File: src/source/l2_axi_defines.svh
// Sizing macros for the L2-to-AXI bridge, included by the package and the RTL that needs them
`ifndef L2_AXI_DEFINES_SVH
`define L2_AXI_DEFINES_SVH

// queue entries, also the number of credits the requester starts with
`define L2_QUEUE_DEPTH 4

// request id width, carried on arid and rid
`define L2_ID_W 4

// burst length field, beats minus one
`define L2_BURST_W 4

`endif

File: src/source/l2_axi_pkg.sv
// Shared data, address, id and atomic opcode types for the L2-to-AXI bridge RTL
`include "l2_axi_defines.svh"

package l2_axi_pkg;

    // one memory word
    typedef logic [31:0] word_t;

    // word address, byte address is this with two zero bits appended
    typedef logic [29:0] word_addr_t;

    typedef logic [`L2_ID_W-1:0] l2_id_t;

    // atomic operations
    typedef enum logic [3:0] {
        amo_swap = 4'd0,
        amo_add  = 4'd1,
        amo_and  = 4'd2,
        amo_or   = 4'd3,
        amo_xor  = 4'd4,
        amo_min  = 4'd5,
        amo_max  = 4'd6,
        amo_minu = 4'd7,
        amo_maxu = 4'd8
    } amo_op_t;

    // control field: opcode for atomics, beats minus one for plain reads
    typedef union packed {
        amo_op_t                 amo_op;
        logic [`L2_BURST_W-1:0]  burst_len;
    } req_ctrl_u;

endpackage

File: src/source/l2_request_queue.sv
// Credit-controlled request queue, first pipeline stage between the L2 arbiter and the AXI issue stage
`include "l2_axi_defines.svh"

module l2_request_queue (
    input  logic                   clk,
    input  logic                   rst,
    input  logic                   req_valid,
    input  logic                   req_rnw,
    input  logic                   req_is_amo,
    input  l2_axi_pkg::word_addr_t req_addr,
    input  l2_axi_pkg::req_ctrl_u  req_ctrl,
    input  l2_axi_pkg::word_t      req_wdata,
    input  logic [3:0]             req_be,
    input  l2_axi_pkg::l2_id_t     req_id,
    input  logic                   pop,
    output logic                   head_valid,
    output logic                   head_rnw,
    output logic                   head_is_amo,
    output l2_axi_pkg::word_addr_t head_addr,
    output l2_axi_pkg::req_ctrl_u  head_ctrl,
    output l2_axi_pkg::word_t      head_wdata,
    output logic [3:0]             head_be,
    output l2_axi_pkg::l2_id_t     head_id,
    output logic                   credit_return
);
    localparam int depth = `L2_QUEUE_DEPTH;
    localparam int ptr_w = (depth > 1) ? $clog2(depth) : 1;

    logic                   rnw_mem    [depth];
    logic                   is_amo_mem [depth];
    l2_axi_pkg::word_addr_t addr_mem   [depth];
    l2_axi_pkg::req_ctrl_u  ctrl_mem   [depth];
    l2_axi_pkg::word_t      wdata_mem  [depth];
    logic [3:0]             be_mem     [depth];
    l2_axi_pkg::l2_id_t     id_mem     [depth];

    logic [ptr_w-1:0] wr_ptr;
    logic [ptr_w-1:0] rd_ptr;
    logic [ptr_w:0]   count;

    // wraps at depth, which need not be a power of two
    function automatic logic [ptr_w-1:0] next_ptr(input logic [ptr_w-1:0] ptr);
        return (ptr == ptr_w'(depth - 1)) ? '0 : ptr + 1'b1;
    endfunction

    always_ff @(posedge clk) begin
        if (req_valid) begin
            rnw_mem[wr_ptr]    <= req_rnw;
            is_amo_mem[wr_ptr] <= req_is_amo;
            addr_mem[wr_ptr]   <= req_addr;
            ctrl_mem[wr_ptr]   <= req_ctrl;
            wdata_mem[wr_ptr]  <= req_wdata;
            be_mem[wr_ptr]     <= req_be;
            id_mem[wr_ptr]     <= req_id;
        end
    end

    always_ff @(posedge clk) begin
        if (rst) begin
            wr_ptr        <= '0;
            rd_ptr        <= '0;
            count         <= '0;
            credit_return <= 1'b0;
        end else begin
            // one credit back per popped entry
            credit_return <= pop;
            if (req_valid) begin
                wr_ptr <= next_ptr(wr_ptr);
            end
            if (pop) begin
                rd_ptr <= next_ptr(rd_ptr);
            end
            if (req_valid && !pop) begin
                count <= count + 1'b1;
            end else if (!req_valid && pop) begin
                count <= count - 1'b1;
            end
        end
    end

    assign head_valid  = (count != '0);
    assign head_rnw    = rnw_mem[rd_ptr];
    assign head_is_amo = is_amo_mem[rd_ptr];
    assign head_addr   = addr_mem[rd_ptr];
    assign head_ctrl   = ctrl_mem[rd_ptr];
    assign head_wdata  = wdata_mem[rd_ptr];
    assign head_be     = be_mem[rd_ptr];
    assign head_id     = id_mem[rd_ptr];

    // requester must respect credits, issue stage must only pop a valid head
    queue_no_overflow_underflow: assert property (@(posedge clk) disable iff (rst)
        !(req_valid && !pop && count == (ptr_w + 1)'(depth)) && !(pop && count == '0));

endmodule

File: src/source/amo_alu.sv
// Combinational atomic arithmetic, computes the word an AMO writes back to memory
module amo_alu (
    input  l2_axi_pkg::amo_op_t op,
    input  l2_axi_pkg::word_t   loaded,
    input  l2_axi_pkg::word_t   operand,
    output l2_axi_pkg::word_t   result
);
    logic lt_signed;
    logic lt_unsigned;

    assign lt_signed   = ($signed(loaded) < $signed(operand));
    assign lt_unsigned = (loaded < operand);

    always_comb begin
        case (op)
            l2_axi_pkg::amo_swap: result = operand;
            l2_axi_pkg::amo_add:  result = loaded + operand;
            l2_axi_pkg::amo_and:  result = loaded & operand;
            l2_axi_pkg::amo_or:   result = loaded | operand;
            l2_axi_pkg::amo_xor:  result = loaded ^ operand;
            // keep the smaller or larger of memory and operand
            l2_axi_pkg::amo_min:  result = lt_signed ? loaded : operand;
            l2_axi_pkg::amo_max:  result = lt_signed ? operand : loaded;
            l2_axi_pkg::amo_minu: result = lt_unsigned ? loaded : operand;
            l2_axi_pkg::amo_maxu: result = lt_unsigned ? operand : loaded;
            // undefined opcodes behave as swap
            default:              result = operand;
        endcase
    end

endmodule

File: src/source/l2_axi_issue.sv
// Second pipeline stage of the L2-to-AXI bridge that turns queued L2 requests into AXI transactions
`include "l2_axi_defines.svh"

module l2_axi_issue (
    input  logic                   clk,
    input  logic                   rst,
    input  logic                   head_valid,
    input  logic                   head_rnw,
    input  logic                   head_is_amo,
    input  l2_axi_pkg::word_addr_t head_addr,
    input  l2_axi_pkg::req_ctrl_u  head_ctrl,
    input  l2_axi_pkg::word_t      head_wdata,
    input  logic [3:0]             head_be,
    input  l2_axi_pkg::l2_id_t     head_id,
    output logic                   pop,
    input  logic                   arready,
    output logic                   arvalid,
    output logic [31:0]            araddr,
    output logic [7:0]             arlen,
    output l2_axi_pkg::l2_id_t     arid,
    input  logic                   rvalid,
    input  l2_axi_pkg::word_t      rdata,
    input  l2_axi_pkg::l2_id_t     rid,
    input  logic                   rlast,
    input  logic                   awready,
    output logic                   awvalid,
    output logic [31:0]            awaddr,
    output logic [7:0]             awlen,
    input  logic                   wready,
    output logic                   wvalid,
    output l2_axi_pkg::word_t      wdata,
    output logic [3:0]             wstrb,
    output logic                   wlast,
    input  logic                   bvalid,
    output logic                   rd_valid,
    output l2_axi_pkg::word_t      rd_data,
    output l2_axi_pkg::l2_id_t     rd_id,
    output logic                   rd_last
);
    localparam logic [1:0] st_idle     = 2'd0;
    localparam logic [1:0] st_ar       = 2'd1;
    localparam logic [1:0] st_amo_wait = 2'd2;
    localparam logic [1:0] st_write    = 2'd3;
    localparam int rd_cnt_w = 4;

    logic [1:0]             state;
    logic [rd_cnt_w-1:0]    rd_outstanding;
    logic                   ar_fire;
    logic                   r_done;
    logic                   read_start;
    logic                   amo_start;
    logic                   write_start;
    logic [`L2_BURST_W:0]   beats;
    l2_axi_pkg::word_addr_t burst_base;
    l2_axi_pkg::word_t      amo_result;
    l2_axi_pkg::word_t      amo_result_q;

    assign ar_fire = arvalid && arready;
    assign r_done  = rvalid && rlast;

    // plain reads may pile up, writes and atomics wait for the read channel to drain
    assign read_start  = head_valid && !head_is_amo && head_rnw && (rd_outstanding != '1);
    assign amo_start   = head_valid && head_is_amo && (rd_outstanding == '0);
    assign write_start = head_valid && !head_is_amo && !head_rnw && (rd_outstanding == '0);

    // burst starts at the address rounded down to a multiple of its beat count
    assign beats      = {1'b0, head_ctrl.burst_len} + 1'b1;
    assign burst_base = head_addr - (head_addr % l2_axi_pkg::word_addr_t'(beats));

    always_ff @(posedge clk) begin
        if (rst) begin
            state   <= st_idle;
            arvalid <= 1'b0;
            awvalid <= 1'b0;
            wvalid  <= 1'b0;
        end else begin
            case (state)
                st_idle: begin
                    if (read_start || amo_start) begin
                        state   <= st_ar;
                        arvalid <= 1'b1;
                    end else if (write_start) begin
                        state   <= st_write;
                        awvalid <= 1'b1;
                        wvalid  <= 1'b1;
                    end
                end
                st_ar: begin
                    if (arready) begin
                        arvalid <= 1'b0;
                        state   <= head_is_amo ? st_amo_wait : st_idle;
                    end
                end
                st_amo_wait: begin
                    // only the atomic read is in flight here
                    if (rvalid) begin
                        state   <= st_write;
                        awvalid <= 1'b1;
                        wvalid  <= 1'b1;
                    end
                end
                default: begin
                    if (awready) begin
                        awvalid <= 1'b0;
                    end
                    if (wready) begin
                        wvalid <= 1'b0;
                    end
                    if (bvalid) begin
                        state <= st_idle;
                    end
                end
            endcase
        end
    end

    always_ff @(posedge clk) begin
        if (rst) begin
            rd_outstanding <= '0;
        end else if (ar_fire && !r_done) begin
            rd_outstanding <= rd_outstanding + 1'b1;
        end else if (!ar_fire && r_done) begin
            rd_outstanding <= rd_outstanding - 1'b1;
        end
    end

    amo_alu alu (
        .op      (head_ctrl.amo_op),
        .loaded  (rdata),
        .operand (head_wdata),
        .result  (amo_result)
    );

    always_ff @(posedge clk) begin
        if (state == st_amo_wait && rvalid) begin
            amo_result_q <= amo_result;
        end
    end

    // reads retire at address handshake, writes and atomics at the write response
    assign pop = (ar_fire && !head_is_amo) || (state == st_write && bvalid);

    assign araddr = {(head_is_amo ? head_addr : burst_base), 2'b00};
    assign arlen  = head_is_amo ? 8'd0 : 8'(head_ctrl.burst_len);
    assign arid   = head_id;

    assign awaddr = {head_addr, 2'b00};
    assign awlen  = 8'd0;
    assign wdata  = head_is_amo ? amo_result_q : head_wdata;
    assign wstrb  = head_is_amo ? 4'hf : head_be;
    assign wlast  = wvalid;

    // read beats go straight back, atomics return the old word
    assign rd_valid = rvalid;
    assign rd_data  = rdata;
    assign rd_id    = rid;
    assign rd_last  = rlast;

    // valid and its payload hold until the slave takes them
    ar_hold: assert property (@(posedge clk) disable iff (rst)
        arvalid && !arready |=> arvalid && $stable(araddr) && $stable(arlen)
            && $stable(arid));
    aw_hold: assert property (@(posedge clk) disable iff (rst)
        awvalid && !awready |=> awvalid && $stable(awaddr));
    w_hold: assert property (@(posedge clk) disable iff (rst)
        wvalid && !wready |=> wvalid && $stable(wdata) && $stable(wstrb));

    // slave must not return data nobody asked for
    r_expected: assert property (@(posedge clk) disable iff (rst)
        rvalid |-> rd_outstanding != '0);

endmodule

File: src/source/l2_axi_top.sv
// Top level of the L2-to-AXI bridge, connects the request queue to the AXI issue stage
module l2_axi_top (
    input  logic                   clk,
    input  logic                   rst,
    input  logic                   req_valid,
    input  logic                   req_rnw,
    input  logic                   req_is_amo,
    input  l2_axi_pkg::word_addr_t req_addr,
    input  l2_axi_pkg::req_ctrl_u  req_ctrl,
    input  l2_axi_pkg::word_t      req_wdata,
    input  logic [3:0]             req_be,
    input  l2_axi_pkg::l2_id_t     req_id,
    output logic                   credit_return,
    input  logic                   arready,
    output logic                   arvalid,
    output logic [31:0]            araddr,
    output logic [7:0]             arlen,
    output l2_axi_pkg::l2_id_t     arid,
    input  logic                   rvalid,
    input  l2_axi_pkg::word_t      rdata,
    input  l2_axi_pkg::l2_id_t     rid,
    input  logic                   rlast,
    input  logic                   awready,
    output logic                   awvalid,
    output logic [31:0]            awaddr,
    output logic [7:0]             awlen,
    input  logic                   wready,
    output logic                   wvalid,
    output l2_axi_pkg::word_t      wdata,
    output logic [3:0]             wstrb,
    output logic                   wlast,
    input  logic                   bvalid,
    output logic                   rd_valid,
    output l2_axi_pkg::word_t      rd_data,
    output l2_axi_pkg::l2_id_t     rd_id,
    output logic                   rd_last
);
    // queue head as seen by the issue stage
    logic                   head_valid;
    logic                   head_rnw;
    logic                   head_is_amo;
    l2_axi_pkg::word_addr_t head_addr;
    l2_axi_pkg::req_ctrl_u  head_ctrl;
    l2_axi_pkg::word_t      head_wdata;
    logic [3:0]             head_be;
    l2_axi_pkg::l2_id_t     head_id;
    logic                   pop;

    l2_request_queue queue (
        .clk           (clk),
        .rst           (rst),
        .req_valid     (req_valid),
        .req_rnw       (req_rnw),
        .req_is_amo    (req_is_amo),
        .req_addr      (req_addr),
        .req_ctrl      (req_ctrl),
        .req_wdata     (req_wdata),
        .req_be        (req_be),
        .req_id        (req_id),
        .pop           (pop),
        .head_valid    (head_valid),
        .head_rnw      (head_rnw),
        .head_is_amo   (head_is_amo),
        .head_addr     (head_addr),
        .head_ctrl     (head_ctrl),
        .head_wdata    (head_wdata),
        .head_be       (head_be),
        .head_id       (head_id),
        .credit_return (credit_return)
    );

    l2_axi_issue issue (
        .clk         (clk),
        .rst         (rst),
        .head_valid  (head_valid),
        .head_rnw    (head_rnw),
        .head_is_amo (head_is_amo),
        .head_addr   (head_addr),
        .head_ctrl   (head_ctrl),
        .head_wdata  (head_wdata),
        .head_be     (head_be),
        .head_id     (head_id),
        .pop         (pop),
        .arready     (arready),
        .arvalid     (arvalid),
        .araddr      (araddr),
        .arlen       (arlen),
        .arid        (arid),
        .rvalid      (rvalid),
        .rdata       (rdata),
        .rid         (rid),
        .rlast       (rlast),
        .awready     (awready),
        .awvalid     (awvalid),
        .awaddr      (awaddr),
        .awlen       (awlen),
        .wready      (wready),
        .wvalid      (wvalid),
        .wdata       (wdata),
        .wstrb       (wstrb),
        .wlast       (wlast),
        .bvalid      (bvalid),
        .rd_valid    (rd_valid),
        .rd_data     (rd_data),
        .rd_id       (rd_id),
        .rd_last     (rd_last)
    );

endmodule

File: config.mk
export PLATFORM = sky130hd
export DESIGN_NAME = l2_axi_top
export DESIGN_NICKNAME = d
export VERILOG_FILES = /design/src/source/l2_axi_pkg.sv /design/src/source/l2_request_queue.sv /design/src/source/amo_alu.sv /design/src/source/l2_axi_issue.sv /design/src/source/l2_axi_top.sv
export VERILOG_INCLUDE_DIRS = /design/src /design/src/source
export SDC_FILE = /design/constraint.sdc
export NUM_CORES = 1
export LEC_CHECK = 0
export BUFFER_PORTS_ARGS = -buffer_cell sky130_fd_sc_hd__buf_2
export CAP_MARGIN = 0
export CORE_AREA = 2 2 275 277
export CTS_BUF_LIST = sky130_fd_sc_hd__clkbuf_16
export DETAILED_ROUTE_END_ITERATION = 10
export DIE_AREA = 0 0 277 279
export PLACE_DENSITY = 0.68
export SYNTH_ARGS = -nofsm -noshare
export SYNTH_HDL_FRONTEND = slang
export SYNTH_SLANG_ARGS = --single-unit
File: constraint.sdc
create_clock -name clk -period 106.4 [get_ports clk]
set_input_delay 15.96 -clock clk [delete_from_list [all_inputs] [get_ports clk]]
set_output_delay 15.96 -clock clk [all_outputs]
set_load 0.1 [all_outputs]
* After elaboration in Yosys (flattened, before gate mapping) *
Memory sizes are Yosys's and may differ from the RTL's. A register that Yosys moved wholly into a read port is not among the register bits.
Cells that the tools add are included.

cells by class
  $add $sub $neg = 9
  divide/modulo/power cells = 1
  order comparisons = 2
  eq/ne operators = 20
  multiplexer cells = 48
  bitwise gates (word level) = 4
  reduce and logical (&&, ||, !) cells = 37

operator list
  operator                                                          number
  32-bit case mux with 8 select lines                               1
  32-bit 2-to-1 mux                                                 5
  32-bit < comparator                                               2
  2-bit 2-to-1 mux                                                  22
  32-bit adder                                                      1
  32-bit bitwise AND                                                1
  32-bit bitwise OR                                                 1
  32-bit bitwise XOR                                                1
  30-bit by 5-bit modulo with 30-bit output                         1
  30-bit 2-to-1 mux                                                 1
  30-bit subtractor                                                 1
  4-bit by 3-bit == test with 1-bit output (second input constant)  4
  1-bit logical AND                                                 16
  4-bit 2-to-1 mux                                                  4
  5-bit AND reduction                                               2
  1-bit 2-to-1 mux                                                  9
  3-bit nonzero test                                                3
  2-bit == test (second input constant)                             4
  4-bit by 2-bit == test with 1-bit output (second input constant)  2
  1-bit logical NOT                                                 6
  3-bit 2-to-1 mux                                                  2
  2-bit inequality test (second input constant)                     3
  1-bit case mux with 3 select lines                                2
  2-bit case mux with 3 select lines                                1
  21 further kinds                                                  26

word-level totals
  register bits = 49
  RAM bits = 304
  logic and storage cells = 138
  memories = 7

memory list
  name              words  bits a word  rd ports  clocked after memory_dff  wr ports  RTL line                text
  queue.wdata_mem   4      32           1         1                         1         l2_request_queue.sv:33  l2_axi_pkg::word_t wdata_mem [depth];
  queue.addr_mem    4      30           1         1                         1         l2_request_queue.sv:31  l2_axi_pkg::word_addr_t addr_mem [depth];
  queue.be_mem      4      4            1         1                         1         l2_request_queue.sv:34  logic [3:0] be_mem [depth];
  queue.ctrl_mem    4      4            1         1                         1         l2_request_queue.sv:32  l2_axi_pkg::req_ctrl_u ctrl_mem [depth];
  queue.id_mem      4      4            1         1                         1         l2_request_queue.sv:35  l2_axi_pkg::l2_id_t id_mem [depth];
  queue.is_amo_mem  4      1            1         1                         1         l2_request_queue.sv:30  logic is_amo_mem [depth];
  1 more memories   -      -            -         -                         -         -

* Longest topological paths before layout *
  depth after elaboration = 7
  gate-level depth with buffers = 408
  depth with buffers taken out = 390

* Modules after synthesis *
From an unflattened synthesis, not the netlist that was laid out.

unflattened totals
  cells, all modules = 4,132
  area, all modules = 37,125.6 um^2

modules (own cells, without submodules)
  module            instances  cells each  area each (um^2)  seq. area each (um^2)
  l2_axi_issue      1          3,015       21,144.0          1,141.1
  l2_request_queue  1          443         11,472.3          9,328.9
  amo_alu           1          674         4,509.3           0.0

* Worst setup path after synthesis *
Ideal clock, no wire load.

  kind = reg-to-output
  start = reg with a tool-made name
  end = out araddr[29]
  arrival = 74.261 ns
  slack = 16.179 ns
  stages on the path, launching flop included = 376
  path buffers = 25
  cells stage by stage = dfxtp_1 buf_6 buf_6 buf_6 buf_6 buf_1 buf_1 clkbuf_1 buf_1 mux4_2 ha_1 or4b_2 a21o_1 nand2_1 inv_1 ha_1 o21a_1 o21ai_0 [340 not listed] nand2_1 and2_1 o21ai_0 nand2_1 and2_1 o21ai_0 nand2_1 and2_1 o21ai_0 nand2_1 and2_1 o21ai_0 nand2_1 and2_1 o21ai_0 nand2b_1 xnor2_1 o21ai_0

RTL lines
  what              RTL line          text
  end: declaration  l2_axi_top.sv:16  output logic [31:0] araddr,

==> impl_metrics.json <==
{
  "arrival_ns": 82.83,
  "endpoint_kind": "output pin",
  "dp.final_hpwl_um": 84400,
  "syn_to_final_growth_pct": 9.13,
  "ys_types": 139,
  "finalSetupTns_ns": 0,
  "numCtsBuffers": 39,
  "portBuffers": 259,
  "r2r_cells": 51,
  "cts_root_buf": "clkbuf_16",
  "die-height_um": 279,
  "synth_top_family_by_area": "compound AO/OA/AOI/OAI gates",
  "start_kind": "flop",
  "busiest_layer": "met2",
  "min_from": "issue.awvalid",
  "synth-edff-count": 336,
  "yosys_register_bits": 355,
  "crit_type": "flop to output pin",
  "drt_wl_total_um": 111000,
  "synthSimpleGateAreaFrac": 0.211,
  "grt_util_all_layers": 0.276,
  "gp_congestion": 0.987,
  "path_max_fanout": 31,
  "synth_compound_area_frac": 0.222,
  "synth_xor_area_frac": 0.0511,
  "grtUsageMet2": 0.448,
  "postSynthCellCount": 4047,
  "vias": 33500,
  "rows": 100,
  "tightest_slew_ns": 1.09,
  "rr_endpoint": "issue.amo_result_q[30]",
  "h-tree-depth": 2,
  "yosys.area_share.adder": 0.0997,
  "gr-usage-met1": 0.382,
  "coreArea_um2": 74100,
  "syn_area_um2": 36900,
  "io_pins": 284,
  "met3_usage": 0.0480,
  "grt_max_degree": 69,
  "cts_tree": "built",
  "yosysWarnings": 0,
  "hold_viol": 0,
  "cts.sinks": 355,
  "post_drt_wl_per_cell_um": 21.1,
  "ff2ff_setup_slack_ns": 97.23,
  "drc": 0,
  "synthMuxAreaShare": 0.0912,
  "synthArstFlopShare": 0,
  "ctsHoldBuffers": 0,
  "status": "finished, final reports clean",
  "cp_slowest_cell": "or4_1",
  "whs_path_depth": 2,
  "crit_path_max_incr_delay_ns": 0.73,
  "max_freq_mhz": 10.1,
  "yosys-top-cells-area": "edfxtp_1 27%, ha_1 9.6%, mux4_2 6.4%, nor2_1 4.4%, nand2_1 3.6%",
  "postRouteAntennaNets": 0,
  "avgViaCountPerCell": 6.39,
  "cp_common_cell": "o21a_1",
  "hp-class": "flop to flop",
  "clkTransAtPathRegs_ns": 0.06,
  "hold_slack_ns": 0.455,
  "avgSynthCellArea_um2": 9.11,
  "first_global_vias": 31200,
  "grt_overflow_total": 0,
  "die_w_um": 277,
  "clk_latency_ns": 0.56,
  "drtPass1Iterations": 6,
  "start_util": 0.498,
  "seq_area_frac_synth": 0.284,
  "setup_viol": 0,
  "yosys.area.top_type": "edfxtp_1",
  "cp.required_ns": 90.44,
  "slew_headroom": 0.252,
  "antenna_found_initial": 15,
  "finClkSkew_ns": 0.0252,
  "post-route-min-period_ns": 98.79,
  "layout.nets": 4647,
  "maxCapViolations": 0,
  "dieArea_um2": 77300,
  "grt_pass1_wl_um": 172000,
  "whs_endpoint": "issue.awvalid",
  "fillCellCount": 6723,
  "slew_viol_final": 0,
  "fin_crit_sh": 0.928,
  "drive_gt1_frac": 0.163,
  "clk_path_buf_depth": 3,
  "drt_iter0_markers": 3047,
  "synth-main-ff-cell": "edfxtp_1",
  "synth_top_area_frac": 0.274
}
[cells by family (layout without fill, tap and decap cells)]
| family | after synthesis | after routing |
|---|---|---|
| fa+ha+maj | 291 | 291 |
| xor+xnor | 215 | 215 |
| flops | 355 | 355 |
| buf+inv | 309 | 513 |
| mux | 196 | 196 |
| other cells | 1 | 21 |
| simple gates | 1511 | 1511 |
| compound gates | 1169 | 1169 |
[stage by stage]
step	cells	setup WS, ns	cell area [um2]	util
CTS	5216	4.10	39900	0.539
finish	5240	7.61	40200	0.543
global placement	5146	7.71	38700	0.522
floorplan	4062	16.18	36900	-
global route	5238	-0.118	40200	0.543
detailed placement	5146	4.98	38700	0.522
[Yosys cell counts, types with 32 or more instances]
cell type and count:
o31ai_1 66, a21o_1 74, clkbuf_1 65, a31oi_1 49, mux4_2 104, nor4_1 40
a21oi_1 218, a22oi_1 34, nor2_1 435, inv_1 138, mux2i_1 51, o211ai_1 32
and2_1 65, or2_2 38, xnor2_1 140, nand2b_1 41, edfxtp_1 336, nand3_1 98
nand2_1 351, ha_1 284, nor2b_1 47, nand4_1 45, nor3_1 131, o21a_1 85
buf_4 64, xor2_1 75, o21ai_0 234
[registers in the layout, summed over array words and instances (netlist names), named ones only]
| register | cells |
|---|---|
| queue.credit_return | 1 |
| issue.rd_outstanding | 4 |
| queue.rd_ptr | 2 |
| queue.wr_ptr | 2 |
| queue.ctrl_mem | 16 |
| queue.count | 3 |
| issue.amo_result_q | 32 |
| queue.be_mem | 16 |
| issue.awvalid | 1 |
| issue.state | 2 |
| queue.id_mem | 16 |
| queue.is_amo_mem | 4 |
| queue.wdata_mem | 128 |
| queue.addr_mem | 120 |
| issue.arvalid | 1 |
| issue.wlast | 1 |
| queue.rnw_mem | 4 |
[worst max-delay path: cells and delay by family (launching register included)]
| kind | cells | cell delay [ns] |
|---|---|---|
| compound gates | 165 | 34.32 |
| simple gates | 146 | 32.77 |
| fa+ha+maj | 30 | 8.71 |
| mux | 11 | 3.92 |
| buf+inv | 8 | 1.08 |
| xor+xnor | 3 | 0.72 |
| flops | 1 | 0.59 |
[area by class of cell]
type	count	area (um2)	area share
Multi-Input combinational cell	3398	25100	0.625
Sequential cell	355	10500	0.260
Timing Repair Buffer	304	1660	0.0412
Tap cell	969	1210	0.0301
Clock buffer	39	976	0.0243
Inverter	139	522	0.0130
Clock inverter	31	236	0.00588
Antenna cell	5	12.5	0.000311
[worst max-delay path by stage]
stage / cells after the start / slack, ns / endpoint
detailed placement: 362 / 4.98 / araddr[31]
CTS: 362 / 4.10 / araddr[31]
global placement: 362 / 7.71 / araddr[31]
global route: 370 / -0.12 / araddr[31]
finish: 363 / 7.61 / araddr[31]
floorplan: 375 / 16.18 / araddr[29]
[layout by cell type (no fill, tap or decap), types with 17 or more instances in the layout]
master | synthesis | layout
edfxtp_1 | 336 | 336
nor3_1 | 131 | 130
nand4_1 | 45 | 45
and2_1 | 65 | 60
buf_2 | 21 | 258
clkbuf_16 | 0 | 39
inv_1 | 138 | 150
xnor2_1 | 140 | 138
mux2i_1 | 51 | 51
and4_1 | 19 | 19
o31ai_1 | 66 | 66
or3_1 | 29 | 29
buf_4 | 64 | 43
and3_1 | 31 | 30
o21ai_1 | 22 | 20
mux2_2 | 30 | 30
or2_2 | 38 | 38
mux4_2 | 104 | 103
nor2b_1 | 47 | 46
nand2_1 | 351 | 350
o31a_1 | 18 | 18
a21o_1 | 74 | 74
a211oi_1 | 22 | 22
nand2b_1 | 41 | 41
nor4_1 | 40 | 39
ha_1 | 284 | 284
dfxtp_1 | 19 | 17
a211o_1 | 24 | 24
o21a_1 | 85 | 85
nor2_1 | 435 | 433
o22ai_1 | 23 | 22
o21ai_0 | 234 | 234
a31oi_1 | 49 | 47
nand3_1 | 98 | 96
o211ai_1 | 32 | 32
a21oi_1 | 218 | 215
a22oi_1 | 34 | 34
xor2_1 | 75 | 75
[what timing repair did]
item,in CTS,in global routing
buffers inserted,0,19
gates resized for setup,0,33
setup endpoints to repair,0,23
endpoints found under the hold margin,0,0
[layer usage]
layer / vias up / part of all wire
li1: 15900 / -
met1: 16000 / 0.44
met3: 182 / 0.083
met2: 1341 / 0.45
met4: 18 / 0.024
met5: - / 0.00098
Power is left out: the tool's default activity adds up to more than one toggle a clock period on the data nets, which glitch-free logic cannot reach.
